==> src/source/bp_pkg.sv <==
package bp_pkg;

    // datapath widths
    localparam int unsigned PC_W        = 32;                   // rv32 pc width
    localparam int unsigned INSTR_BYTES = 4;                    // sequential fetch step

    // branch target buffer geometry
    localparam int unsigned BTB_WAYS    = 4;                    // ways per set
    localparam int unsigned BTB_SETS    = 16;                   // number of sets
    localparam int unsigned BTB_WAY_W   = $clog2(BTB_WAYS);     // way number width
    localparam int unsigned BTB_IDX_LSB = 2;                    // set index starts above byte offset
    localparam int unsigned BTB_IDX_W   = $clog2(BTB_SETS);     // pc bits 5 down to 2
    localparam int unsigned BTB_TAG_LSB = BTB_IDX_LSB + BTB_IDX_W; // tag starts at pc bit 6
    localparam int unsigned BTB_TAG_W   = PC_W - BTB_TAG_LSB;   // 26 tag bits

    // tree pseudo lru state per set
    // bit 0 is the root and picks a half
    // bit 1 picks inside ways 0 and 1
    // bit 2 picks inside ways 2 and 3
    localparam int unsigned PLRU_W      = BTB_WAYS - 1;         // 3 tree bits

    // pattern history table
    localparam int unsigned PHT_IDX_LSB = 2;                    // index starts above byte offset
    localparam int unsigned PHT_IDX_W   = 6;                    // pc bits 7 down to 2
    localparam int unsigned PHT_ENTRIES = 1 << PHT_IDX_W;       // 64 counters

    // 2-bit saturating counter encodings
    localparam int unsigned CTR_W = 2;                          // counter width
    localparam logic [CTR_W-1:0] CTR_MIN   = 2'b00;             // strongly not taken
    localparam logic [CTR_W-1:0] CTR_RESET = 2'b01;             // weakly not taken
    localparam logic [CTR_W-1:0] CTR_MAX   = 2'b11;             // strongly taken

endpackage

==> src/source/branch_predictor.sv <==
`timescale 1ns/1ps

module branch_predictor
    import bp_pkg::*;
(
    input  logic            clk,
    input  logic            rst_n,
    input  logic [PC_W-1:0] predict_pc,     // pc of IF
    input  logic [PC_W-1:0] update_pc,      // pc of the resolved instruction in EX
    input  logic            valid,          // branch jal or jalr resolved in EX
    input  logic            branch_taken,   // resolved direction
    input  logic [PC_W-1:0] target_pc,      // resolved target
    output logic [PC_W-1:0] predicted_pc    // next fetch address
);

    logic [PC_W-1:0] predicted_target_pc;   // stored target for predict_pc
    logic            target_valid;          // BTB hit
    logic            prediction;            // counter says taken
    logic [PC_W-1:0] seq_pc;                // fall through address

    btb_4way branch_target_buffer (
        .clk          (clk),
        .rst_n        (rst_n),
        .predict_pc   (predict_pc),         // lookup with the fetch pc
        .update_pc    (update_pc),          // allocate or refresh this pc
        .valid        (valid),
        .target_pc    (target_pc),          // written even for not taken updates
        .predicted_pc (predicted_target_pc),
        .prediction   (target_valid)
    );

    local_branch_predictor_no_bht local_branch_predictor (
        .clk                 (clk),
        .rst_n               (rst_n),
        .update_branch_pc    (update_pc),   // counter to train
        .predict_branch_pc   (predict_pc),  // counter to read
        .valid               (valid),
        .actual_branch_taken (branch_taken),
        .prediction          (prediction)
    );

    assign seq_pc = predict_pc + PC_W'(INSTR_BYTES);

    // redirect only when the target is known and the direction is taken
    assign predicted_pc = (target_valid && prediction) ? predicted_target_pc : seq_pc;

endmodule

==> src/source/btb_4way.sv <==
`timescale 1ns/1ps

module btb_4way
    import bp_pkg::*;
(
    input  logic            clk,
    input  logic            rst_n,
    input  logic [PC_W-1:0] predict_pc,     // fetch pc from IF
    input  logic [PC_W-1:0] update_pc,      // resolved pc from EX
    input  logic            valid,          // one resolved control transfer this cycle
    input  logic [PC_W-1:0] target_pc,      // resolved target from EX
    output logic [PC_W-1:0] predicted_pc,   // stored target of the hit way
    output logic            prediction      // lookup hit
);

    // per set state
    logic [BTB_WAYS-1:0]  valid_q  [BTB_SETS];              // way valid bits
    logic [BTB_TAG_W-1:0] tag_q    [BTB_SETS][BTB_WAYS];    // way tags
    logic [PC_W-1:0]      target_q [BTB_SETS][BTB_WAYS];    // way targets
    logic [PLRU_W-1:0]    plru_q   [BTB_SETS];              // tree bits

    // lookup side
    logic [BTB_IDX_W-1:0] pred_idx;
    logic [BTB_TAG_W-1:0] pred_tag;
    logic [BTB_WAYS-1:0]  pred_hit_vec;                     // one hot on a tag match

    // update side
    logic [BTB_IDX_W-1:0] upd_idx;
    logic [BTB_TAG_W-1:0] upd_tag;
    logic [BTB_WAYS-1:0]  upd_hit_vec;
    logic                 upd_hit;
    logic [BTB_WAY_W-1:0] upd_hit_way;
    logic                 free_found;                       // set has an empty way
    logic [BTB_WAY_W-1:0] free_way;                         // lowest empty way
    logic [PLRU_W-1:0]    upd_plru;                         // tree bits of the update set
    logic [BTB_WAY_W-1:0] victim_way;                       // tree choice when the set is full
    logic [BTB_WAY_W-1:0] alloc_way;                        // way written by this update
    logic [PLRU_W-1:0]    plru_next;                        // tree bits after touching alloc_way

    assign pred_idx = predict_pc[BTB_IDX_LSB +: BTB_IDX_W];
    assign pred_tag = predict_pc[BTB_TAG_LSB +: BTB_TAG_W];
    assign upd_idx  = update_pc[BTB_IDX_LSB +: BTB_IDX_W];
    assign upd_tag  = update_pc[BTB_TAG_LSB +: BTB_TAG_W];

    // lookup compares all four ways of the indexed set
    always_comb begin
        for (int w = 0; w < BTB_WAYS; w++) begin
            pred_hit_vec[w] = valid_q[pred_idx][w] && (tag_q[pred_idx][w] == pred_tag);
        end
    end

    // target mux of the hit way
    always_comb begin
        predicted_pc = '0;                                  // no hit gives zero
        for (int w = 0; w < BTB_WAYS; w++) begin
            if (pred_hit_vec[w]) begin
                predicted_pc = target_q[pred_idx][w];
            end
        end
    end

    assign prediction = |pred_hit_vec;

    // tag match for the update pc
    always_comb begin
        upd_hit_way = '0;
        for (int w = 0; w < BTB_WAYS; w++) begin
            upd_hit_vec[w] = valid_q[upd_idx][w] && (tag_q[upd_idx][w] == upd_tag);
            if (upd_hit_vec[w]) begin
                upd_hit_way = BTB_WAY_W'(w);
            end
        end
    end

    assign upd_hit = |upd_hit_vec;

    // scan downward so the lowest empty way is the last one kept
    always_comb begin
        free_found = 1'b0;
        free_way   = '0;
        for (int w = BTB_WAYS - 1; w >= 0; w--) begin
            if (!valid_q[upd_idx][w]) begin
                free_found = 1'b1;
                free_way   = BTB_WAY_W'(w);
            end
        end
    end

    assign upd_plru = plru_q[upd_idx];

    // root selects the half and the half bit selects the way
    assign victim_way = upd_plru[0] ? {1'b1, upd_plru[2]}  // right half ways 2 and 3
                                    : {1'b0, upd_plru[1]}; // left half ways 0 and 1

    // hit way first then empty way then the tree victim
    always_comb begin
        if (upd_hit) begin
            alloc_way = upd_hit_way;
        end else if (free_found) begin
            alloc_way = free_way;
        end else begin
            alloc_way = victim_way;
        end
    end

    // touch points every bit on the path away from alloc_way
    always_comb begin
        plru_next    = upd_plru;
        plru_next[0] = ~alloc_way[1];                       // root to the other half
        if (alloc_way[1]) begin
            plru_next[2] = ~alloc_way[0];                   // right half to the sibling
        end else begin
            plru_next[1] = ~alloc_way[0];                   // left half to the sibling
        end
    end

    // control state with synchronous reset
    always_ff @(posedge clk) begin
        if (!rst_n) begin
            for (int s = 0; s < BTB_SETS; s++) begin
                valid_q[s] <= '0;                           // all ways empty
                plru_q[s]  <= '0;
            end
        end else if (valid) begin
            valid_q[upd_idx][alloc_way] <= 1'b1;
            plru_q[upd_idx]             <= plru_next;       // only updates touch the tree
        end
    end

    // tag and target storage
    always_ff @(posedge clk) begin
        if (valid) begin
            tag_q[upd_idx][alloc_way]    <= upd_tag;        // same tag again on a hit
            target_q[upd_idx][alloc_way] <= target_pc;      // newest target wins
        end
    end

endmodule

==> src/source/local_branch_predictor_no_bht.sv <==
`timescale 1ns/1ps

module local_branch_predictor_no_bht
    import bp_pkg::*;
(
    input  logic            clk,
    input  logic            rst_n,
    input  logic [PC_W-1:0] update_branch_pc,       // resolved pc from EX
    input  logic [PC_W-1:0] predict_branch_pc,      // fetch pc from IF
    input  logic            valid,                  // train strobe
    input  logic            actual_branch_taken,    // resolved direction
    output logic            prediction              // taken guess for the fetch pc
);

    // pattern table of 2-bit counters
    // indexed straight from pc so branches sharing bits 7 to 2 alias
    logic [CTR_W-1:0]     ctr_q [PHT_ENTRIES];

    logic [PHT_IDX_W-1:0] pred_idx;                 // counter read by the fetch pc
    logic [PHT_IDX_W-1:0] upd_idx;                  // counter trained by EX
    logic [CTR_W-1:0]     ctr_cur;                  // counter before training
    logic [CTR_W-1:0]     ctr_next;                 // counter after one step

    assign pred_idx = predict_branch_pc[PHT_IDX_LSB +: PHT_IDX_W];
    assign upd_idx  = update_branch_pc[PHT_IDX_LSB +: PHT_IDX_W];

    // msb set means 10 or 11
    assign prediction = ctr_q[pred_idx][CTR_W-1];

    assign ctr_cur = ctr_q[upd_idx];

    // one step with saturation at both ends
    always_comb begin
        ctr_next = ctr_cur;
        if (actual_branch_taken) begin
            if (ctr_cur != CTR_MAX) begin
                ctr_next = ctr_cur + 1'b1;          // step toward strongly taken
            end
        end else begin
            if (ctr_cur != CTR_MIN) begin
                ctr_next = ctr_cur - 1'b1;          // step toward strongly not taken
            end
        end
    end

    // counters hold the direction state so every entry resets
    always_ff @(posedge clk) begin
        if (!rst_n) begin
            for (int i = 0; i < PHT_ENTRIES; i++) begin
                ctr_q[i] <= CTR_RESET;              // weakly not taken
            end
        end else if (valid) begin
            ctr_q[upd_idx] <= ctr_next;
        end
    end

endmodule
==> config.mk <==
export PLATFORM = sky130hd
export DESIGN_NAME = branch_predictor
export DESIGN_NICKNAME = d
export VERILOG_FILES = /design/src/source/bp_pkg.sv /design/src/source/branch_predictor.sv /design/src/source/btb_4way.sv /design/src/source/local_branch_predictor_no_bht.sv
export SDC_FILE = /design/constraint.sdc
export NUM_CORES = 2
export LEC_CHECK = 0
export BUFFER_PORTS_ARGS = -buffer_cell sky130_fd_sc_hd__clkbuf_2
export CORE_MARGIN = 1
export CORE_UTILIZATION = 55
export DETAILED_ROUTE_END_ITERATION = 10
export PLACE_DENSITY = 0.81
export SETUP_SLACK_MARGIN = 0.5
export SYNTH_ARGS = -nofsm -noshare
export SYNTH_HDL_FRONTEND = slang
export SYNTH_SLANG_ARGS = --single-unit
==> constraint.sdc <==
create_clock -name clk -period 11.75 [get_ports clk]
set_input_delay 0 -clock clk [delete_from_list [all_inputs] [get_ports clk]]
set_output_delay 0 -clock clk [all_outputs]
set_load 0.005 [all_outputs]
=== Word-level counts from Yosys, hierarchy flattened ===
Memories as Yosys holds them, arrays and structs flattened.
Index checks and enable logic that the tools add are counted.

* Memories kept: 5
* Logic and storage cells: 87
* Flip-flop bits (word level): 0
* Memory bits (writable): 3,952
* Output and inout bits: 32

* Add/sub/neg operators: 3
* $lt $le $gt $ge: 4
* Bitwise logic cells: 3
* Mux-type cells: 46
* Equal/unequal tests: 9
* Reductions and logical operators: 17

{| class="wikitable"
|+ Memories
! memory !! depth !! width !! read ports !! clocked after memory_dff !! wr ports !! RTL line !! RTL
|-
| branch_target_buffer.target_q || 16 || 128 || 1 || 0 || 1 || btb_4way.sv:19 || <nowiki>logic [PC_W-1:0] target_q [BTB_SETS][BTB_WAYS];</nowiki>
|-
| branch_target_buffer.tag_q || 16 || 104 || 2 || 0 || 1 || btb_4way.sv:18 || <nowiki>logic [BTB_TAG_W-1:0] tag_q [BTB_SETS][BTB_WAYS];</nowiki>
|-
| local_branch_predictor.ctr_q || 64 || 2 || 2 || 0 || 64 || local_branch_predictor_no_bht.sv:17 || <nowiki>logic [CTR_W-1:0] ctr_q [PHT_ENTRIES];</nowiki>
|-
| branch_target_buffer.valid_q || 16 || 4 || 2 || 0 || 16 || btb_4way.sv:17 || <nowiki>logic [BTB_WAYS-1:0] valid_q [BTB_SETS];</nowiki>
|-
| branch_target_buffer.plru_q || 16 || 3 || 1 || 0 || 16 || btb_4way.sv:20 || <nowiki>logic [PLRU_W-1:0] plru_q [BTB_SETS];</nowiki>
|}

{| class="wikitable"
|+ Operators with widths
! operator !! count
|-
| $eq 26x26->1 || 8
|-
| $mux 32 || 6
|-
| $mux 128 || 1
|-
| $mux 104 || 1
|-
| $demux 32 s2 || 1
|-
| $demux 26 s2 || 1
|-
| $add 32x3->32 const B || 1
|-
| $mux 2 || 13
|-
| $mux 26 || 1
|-
| $mux 4 || 5
|-
| $mux 1 || 14
|-
| $reduce_or 4->1 || 3
|-
| $logic_and 1x1->1 || 11
|-
| $mux 6 || 1
|-
| $ge 3x3->1 const B || 1
|-
| $lt 2x3->1 const B || 1
|-
| $lt 3x1->1 const B || 1
|-
| $mux 3 || 1
|-
| $not 2->3 || 1
|-
| $reduce_or 3->1 || 1
|-
| $add 2x1->2 const B || 1
|-
| $demux 1 s2 || 1
|-
| $ge 2x1->1 const B || 1
|-
| $ne 2x2->1 const B || 1
|-
| 4 further kinds || 5
|}

=== Logic depth before layout (Yosys ltp) ===
An unclocked memory read counts as a cell.

* Word-level depth: 14
* Mapped depth: 20

=== By module ===
Synthesis repeated with hierarchy kept, for this count alone.

* Cell total of the unflattened synthesis: 8,487
* Area total of the unflattened synthesis: 172,181.4 um^2

{| class="wikitable"
|+ By module, submodules not included
! module !! area each (um^2) !! seq. area each (um^2) !! instances !! cells an instance
|-
| btb_4way || 164,245.0 || 114,189.5 || 1 || 7,695
|-
| local_branch_predictor_no_bht || 6,993.0 || 3,843.7 || 1 || 622
|-
| branch_predictor || 943.4 || 0.0 || 1 || 170
|}

=== Worst setup path before layout ===
No wires, ideal clock.

* Path kind: input to register
* Start point: input port update_pc[2]
* End point: memory branch_target_buffer.tag_q[0][0] in the netlist's numbering (enable)
* Arrival: 8.997 ns
* Path slack: 2.112 ns
* Buffers on the path: 6
* Stages: 14
* Cell sequence: buf_6 -> buf_6 -> buf_4 -> buf_6 -> buf_6 -> mux4_2 -> a2111oi_0 -> o2111ai_1 -> o21a_1 -> nor4_1 -> and4_1 -> o2bb2ai_2 -> buf_2 -> nor4b_1

* Word-level cells in the longest chain between the ends: 13
* Elaborated cells between the ends (all ways): 33
* Those cells by class: order compare: 2; eq/ne: 4; mux: 17; bitwise: 1; reduce/logical: 6; memory: 3

{| class="wikitable"
|+ RTL lines
! item !! RTL line !! RTL
|-
| start: declaration || branch_predictor.sv:9 || <nowiki>input logic [PC_W-1:0] update_pc,</nowiki>
|-
| $mem_v2 16x104 / $mem_v2 16x4 (equally long branches) || n/a ||
|-
| $eq 26x26->1, or another cell as far along || btb_4way.sv:68 || <nowiki>upd_hit_vec[w] = valid_q[upd_idx][w] && (tag_q[upd_idx][w] == upd_tag);</nowiki>
|-
| $logic_and 1x1->1, or another cell as far along || btb_4way.sv:68 ||
|-
| $mux 1, or another cell as far along || btb_4way.sv:69 || <nowiki>if (upd_hit_vec[w]) begin</nowiki>
|-
| $mux 2, or another cell as far along || btb_4way.sv:69 ||
|-
| $mux 2, on equally long branches || btb_4way.sv:69, btb_4way.sv:99 ||
|-
| $mux 2 || btb_4way.sv:97 || <nowiki>if (upd_hit) begin</nowiki>
|-
| $not 2->3 (not written as such) || btb_4way.sv:133 || <nowiki>tag_q[upd_idx][alloc_way] <= upd_tag;</nowiki>
|-
| $ge 3x3->1 (not written as such) / $lt 3x1->1 (equally long branches) || btb_4way.sv:133 ||
|-
| $logic_and 1x1->1 (not written as such) || btb_4way.sv:133 ||
|-
| $mux 26 (not written as such) || btb_4way.sv:133 ||
|-
| $demux 26 s2 || btb_4way.sv:133 ||
|-
| $mux 104 (not written as such) || btb_4way.sv:133 ||
|-
| end: declaration || btb_4way.sv:18 ||
|}

Parallel ways exist; a longest one is shown, timed or not.

=== Final worst setup path ===
* Start point: input port predict_pc[2]
* End point: output port predicted_pc[4]

* Word-level cells in the longest chain between the ends: 8
* Elaborated cells between the ends (all ways): 20
* Those cells by class: add/sub: 1; eq/ne: 4; mux: 5; reduce/logical: 6; memory: 4

{| class="wikitable"
|+ RTL lines
! item !! RTL line !! RTL
|-
| start: declaration || branch_predictor.sv:8 || <nowiki>input logic [PC_W-1:0] predict_pc,</nowiki>
|-
| $mem_v2 16x104 || n/a ||
|-
| $eq 26x26->1 || btb_4way.sv:48 || <nowiki>pred_hit_vec[w] = valid_q[pred_idx][w] && (tag_q[pred_idx][w] == pred_tag);</nowiki>
|-
| $logic_and 1x1->1 || btb_4way.sv:48 ||
|-
| $mux 32 (4 in series) || btb_4way.sv:56 || <nowiki>if (pred_hit_vec[w]) begin</nowiki>
|-
| $mux 32 * || branch_predictor.sv:45 || <nowiki>assign predicted_pc = (target_valid && prediction) ? predicted_target_pc : seq_pc;</nowiki>
|-
| end: declaration || branch_predictor.sv:13 || <nowiki>output logic [PC_W-1:0] predicted_pc</nowiki>
|}

Mark *: on every way between the ends. The rest lies on a longest branch, timed or not.

==> impl_metrics.env <==
export IMPL_hold_viol_final=0
export IMPL_r2r_end="branch_target_buffer.tag_q[4][82]"
export IMPL_crit_path_end_kind="output pin"
export IMPL_ys_seq_elements=3952
export IMPL_hp_class="in -> reg"
export IMPL_antenna_found_initial=37
export IMPL_crit_fanout=74
export IMPL_timing_rr_start="branch_target_buffer.tag_q[4][59]"
export IMPL_grt_max_degree=136
export IMPL_die_h_um=563.6
export IMPL_yosysUniqueCellTypes=92
export IMPL_dpl_cell_area_um2=179400
export IMPL_maxCapViolCount=2
export IMPL_min_delay_start="target_pc[15]"
export IMPL_dp_hpwl_mm=339.6
export IMPL_vdd_drop_max_v=0.0002039
export IMPL_final_max_slew_viol_count=84
export IMPL_power_total_mw=30.84
export IMPL_post_route_drc_count=0
export IMPL_finalSetupViolations=0
export IMPL_synth_avg_cell_area_um2=19.77
export IMPL_whs_path_depth=2
export IMPL_initial_core_util=0.5543
export IMPL_wirelength_mm=614.5
export IMPL_power_density_nw_per_um2=160.0
export IMPL_hold_slack_ns=0.03366
export IMPL_rr_worst_depth=13
export IMPL_worstHoldEndpoint="branch_target_buffer.target_q[3][15]"
export IMPL_instances_no_fill=13510
export IMPL_arrival_ns=7.65
export IMPL_synthFlopType="edfxtp_1"
export IMPL_die_x_um=563.6
export IMPL_fin_crit_sh=0.6512
export IMPL_synth_top_cells_by_area="edfxtp_1 (67%), mux4_2 (19%), mux2i_1 (2.8%), xnor2_1 (0.92%), dfxtp_1 (0.74%)"
export IMPL_core_region_area_um2=312900
export IMPL_drive_above_1_share=0.2867
export IMPL_finalSetupTns_ns=0
export IMPL_dp_cells=12730
export IMPL_syn_inst=8775
export IMPL_insertion_delay_ns=0.99
export IMPL_vias=104100
export IMPL_clock_skew_ns=0.1138
export IMPL_vias_per_cell=7.707
export IMPL_stdcell_area_um2=192700
export IMPL_cts_buffers=390
export IMPL_wl_per_cell_um=45.48
export IMPL_relSlewSlack=-0.02873
export IMPL_io_buffers=129
export IMPL_first_pass_iters=7
export IMPL_areaGrowthSynthToFinish_pct=11.10
export IMPL_yosysSeqAreaShare=0.6805
export IMPL_synth_area_um2=173500
export IMPL_synth_common_cells="edfxtp_1 (3888), mux4_2 (1435), mux2i_1 (492)"
export IMPL_regToRegSetupSlack_ns=4.67
export IMPL_yosysWarnings=0
export IMPL_fmax_mhz=130.7
export IMPL_die_area_um2=317600
export IMPL_rsz0062_at_grt="no"
export IMPL_fin_crit_ns=7.652
export IMPL_worstMarginPinSlew_ns=1.539
export IMPL_gp_congestion=1.001
export IMPL_synth_top_cell_area_share=0.6731
export IMPL_synthMostInstantiatedCell="edfxtp_1"
export IMPL_htreeDepth=5
export IMPL_synth_edf_count=3888
export IMPL_nets=9126
export IMPL_violations="max-capacitance violations, max-slew violations"
export IMPL_rows=205
export IMPL_async_flop_share=0
export IMPL_grt_pass1_vias=103600
export IMPL_crit_path_start_kind="input port"
export IMPL_clock_root_buffer="clkbuf_16"
export IMPL_grtUsageTotal=0.3868
export IMPL_ant_nets=0
export IMPL_overflow=0
export IMPL_io_pins=132
export IMPL_cts_num_sinks=3952
export IMPL_drt_initial_drc_count=20470
export IMPL_grt_pass1_wl_mm=837.7
export IMPL_critPathRequiredTime_ns=11.75
export IMPL_p_leak_nw=61.33
export IMPL_clk_transition_reported_paths_ns=0.07
export IMPL_clockBufferDepth=4
export IMPL_critPathKind="in -> out"
export IMPL_run_status="finished with violations"
export IMPL_synth_nets=8876
export IMPL_cts_tree="built"
export IMPL_yosysTopAreaCell="edfxtp_1"
==> critical path, cell delays in order <==
cell	delay (ns)
buf_12	0.37
buf_4	0.74
buf_12	0.48
mux4_2	0.35
nor2_1	0.06
a221oi_1	0.98
o221ai_1	0.22
a211oi_1	0.36
nand4_1	0.12
nor4_1	0.37
nand4_1	0.60
buf_4	0.53
inv_1	0.68
buf_4	0.48
a211o_1	0.32
a31o_1	0.44
clkbuf_2	0.19
==> registers in the layout, indices dropped and copies added (netlist names) <==
name / cells
branch_target_buffer.plru_q: 48
branch_target_buffer.tag_q: 1664
local_branch_predictor.ctr_q: 128
branch_target_buffer.target_q: 2048
branch_target_buffer.valid_q: 64
==> power by group <==
group          internal [mW]  switching (mW)  leakage, nW
combinational          0.807            1.54         19.6
clock                   7.24            5.68         6.20
sequential              15.5          0.0253         35.5
total                   23.6            7.25         61.3
==> logic make-up after synthesis <==
logic type,Yosys count,synth area share
flip-flops,3952,0.6805
multiplexers,2026,0.2225
AND/OR/NAND/NOR,1021,0.02972
AO/OA/AOI/OAI,869,0.03587
buffers and inverters,704,0.02108
XOR/XNOR,200,0.01014
adder cells (fa/ha/maj),3,0.0001947
==> timing repair <==
item	in CTS	in global routing
endpoints found under the hold margin	1903	64
hold buffers	41	1
endpoints found under the setup margin	0	0
setup buffers	0	0
resized for setup	0	0
==> metal layers <==
layer / vias up / global-route usage / share of wire
li1: 37760 / - / -
met1: 53020 / 0.4752 / 0.31
met2: 10720 / 0.5835 / 0.45
met3: 2619 / 0.1096 / 0.15
met4: 16 / 0.3018 / 0.096
met5: - / 0 / 0.00044
==> worst max path at each step <==
stage,startpoint,end,slack [ns],depth (start not counted)
2_1_floorplan,update_pc[2],branch_target_buffer.tag_q[0][0],2.11,14
3_3_place_gp,update_pc[2],branch_target_buffer.tag_q[4][91],3.83,16
3_5_place_dp,update_pc[5],branch_target_buffer.tag_q[4][95],3.77,16
4_1_cts,predict_pc[2],predicted_pc[27],4.32,18
5_1_grt,predict_pc[2],predicted_pc[29],4.06,18
6_report,predict_pc[2],predicted_pc[4],4.10,17
==> final cells by class <==
type	count	area, um^2
tap	4140	5180
clock inverter	243	2586
timing repair buffer	505	4199
inverter	57	226.5
multi-input combinational	4119	52220
fill	20530	120200
antenna	35	87.58
sequential	3952	118000
clock buffer	461	10180
==> per-stage QoR <==
stage	util	setup slack, ns
after detailed placement	0.5734	3.772
after global placement	0.5734	3.825
after CTS	0.6155	4.316
after global routing	0.6156	4.058
after floorplan	-	2.112
final	0.6159	4.098
==> placed cells by master (no fill, tap or decap), types with 30 or more instances in the layout <==
cell              n
a211o_1          30
a21oi_1          67
a22o_1           76
a22oi_1         130
and2_1           37
and3_1           78
buf_12           45
buf_4           294
bufinv_16        47
clkbuf_1         61
clkbuf_16       395
clkbuf_2        115
clkinv_1        107
clkinv_2         62
dfxtp_1          64
diode_2          35
dlygate4sd3_1    42
edfxtp_1       3888
inv_1            32
mux2_2           83
mux2i_1         492
mux4_2         1435
nand2_1         241
nand3_1         171
nand4_1          64
nor2_1          153
nor2_4           35
nor3_1           64
o21ai_0         152
o22ai_1          94
or2_2            36
xnor2_1         183
No activity file was read; power rests on OpenSTA's default activity.
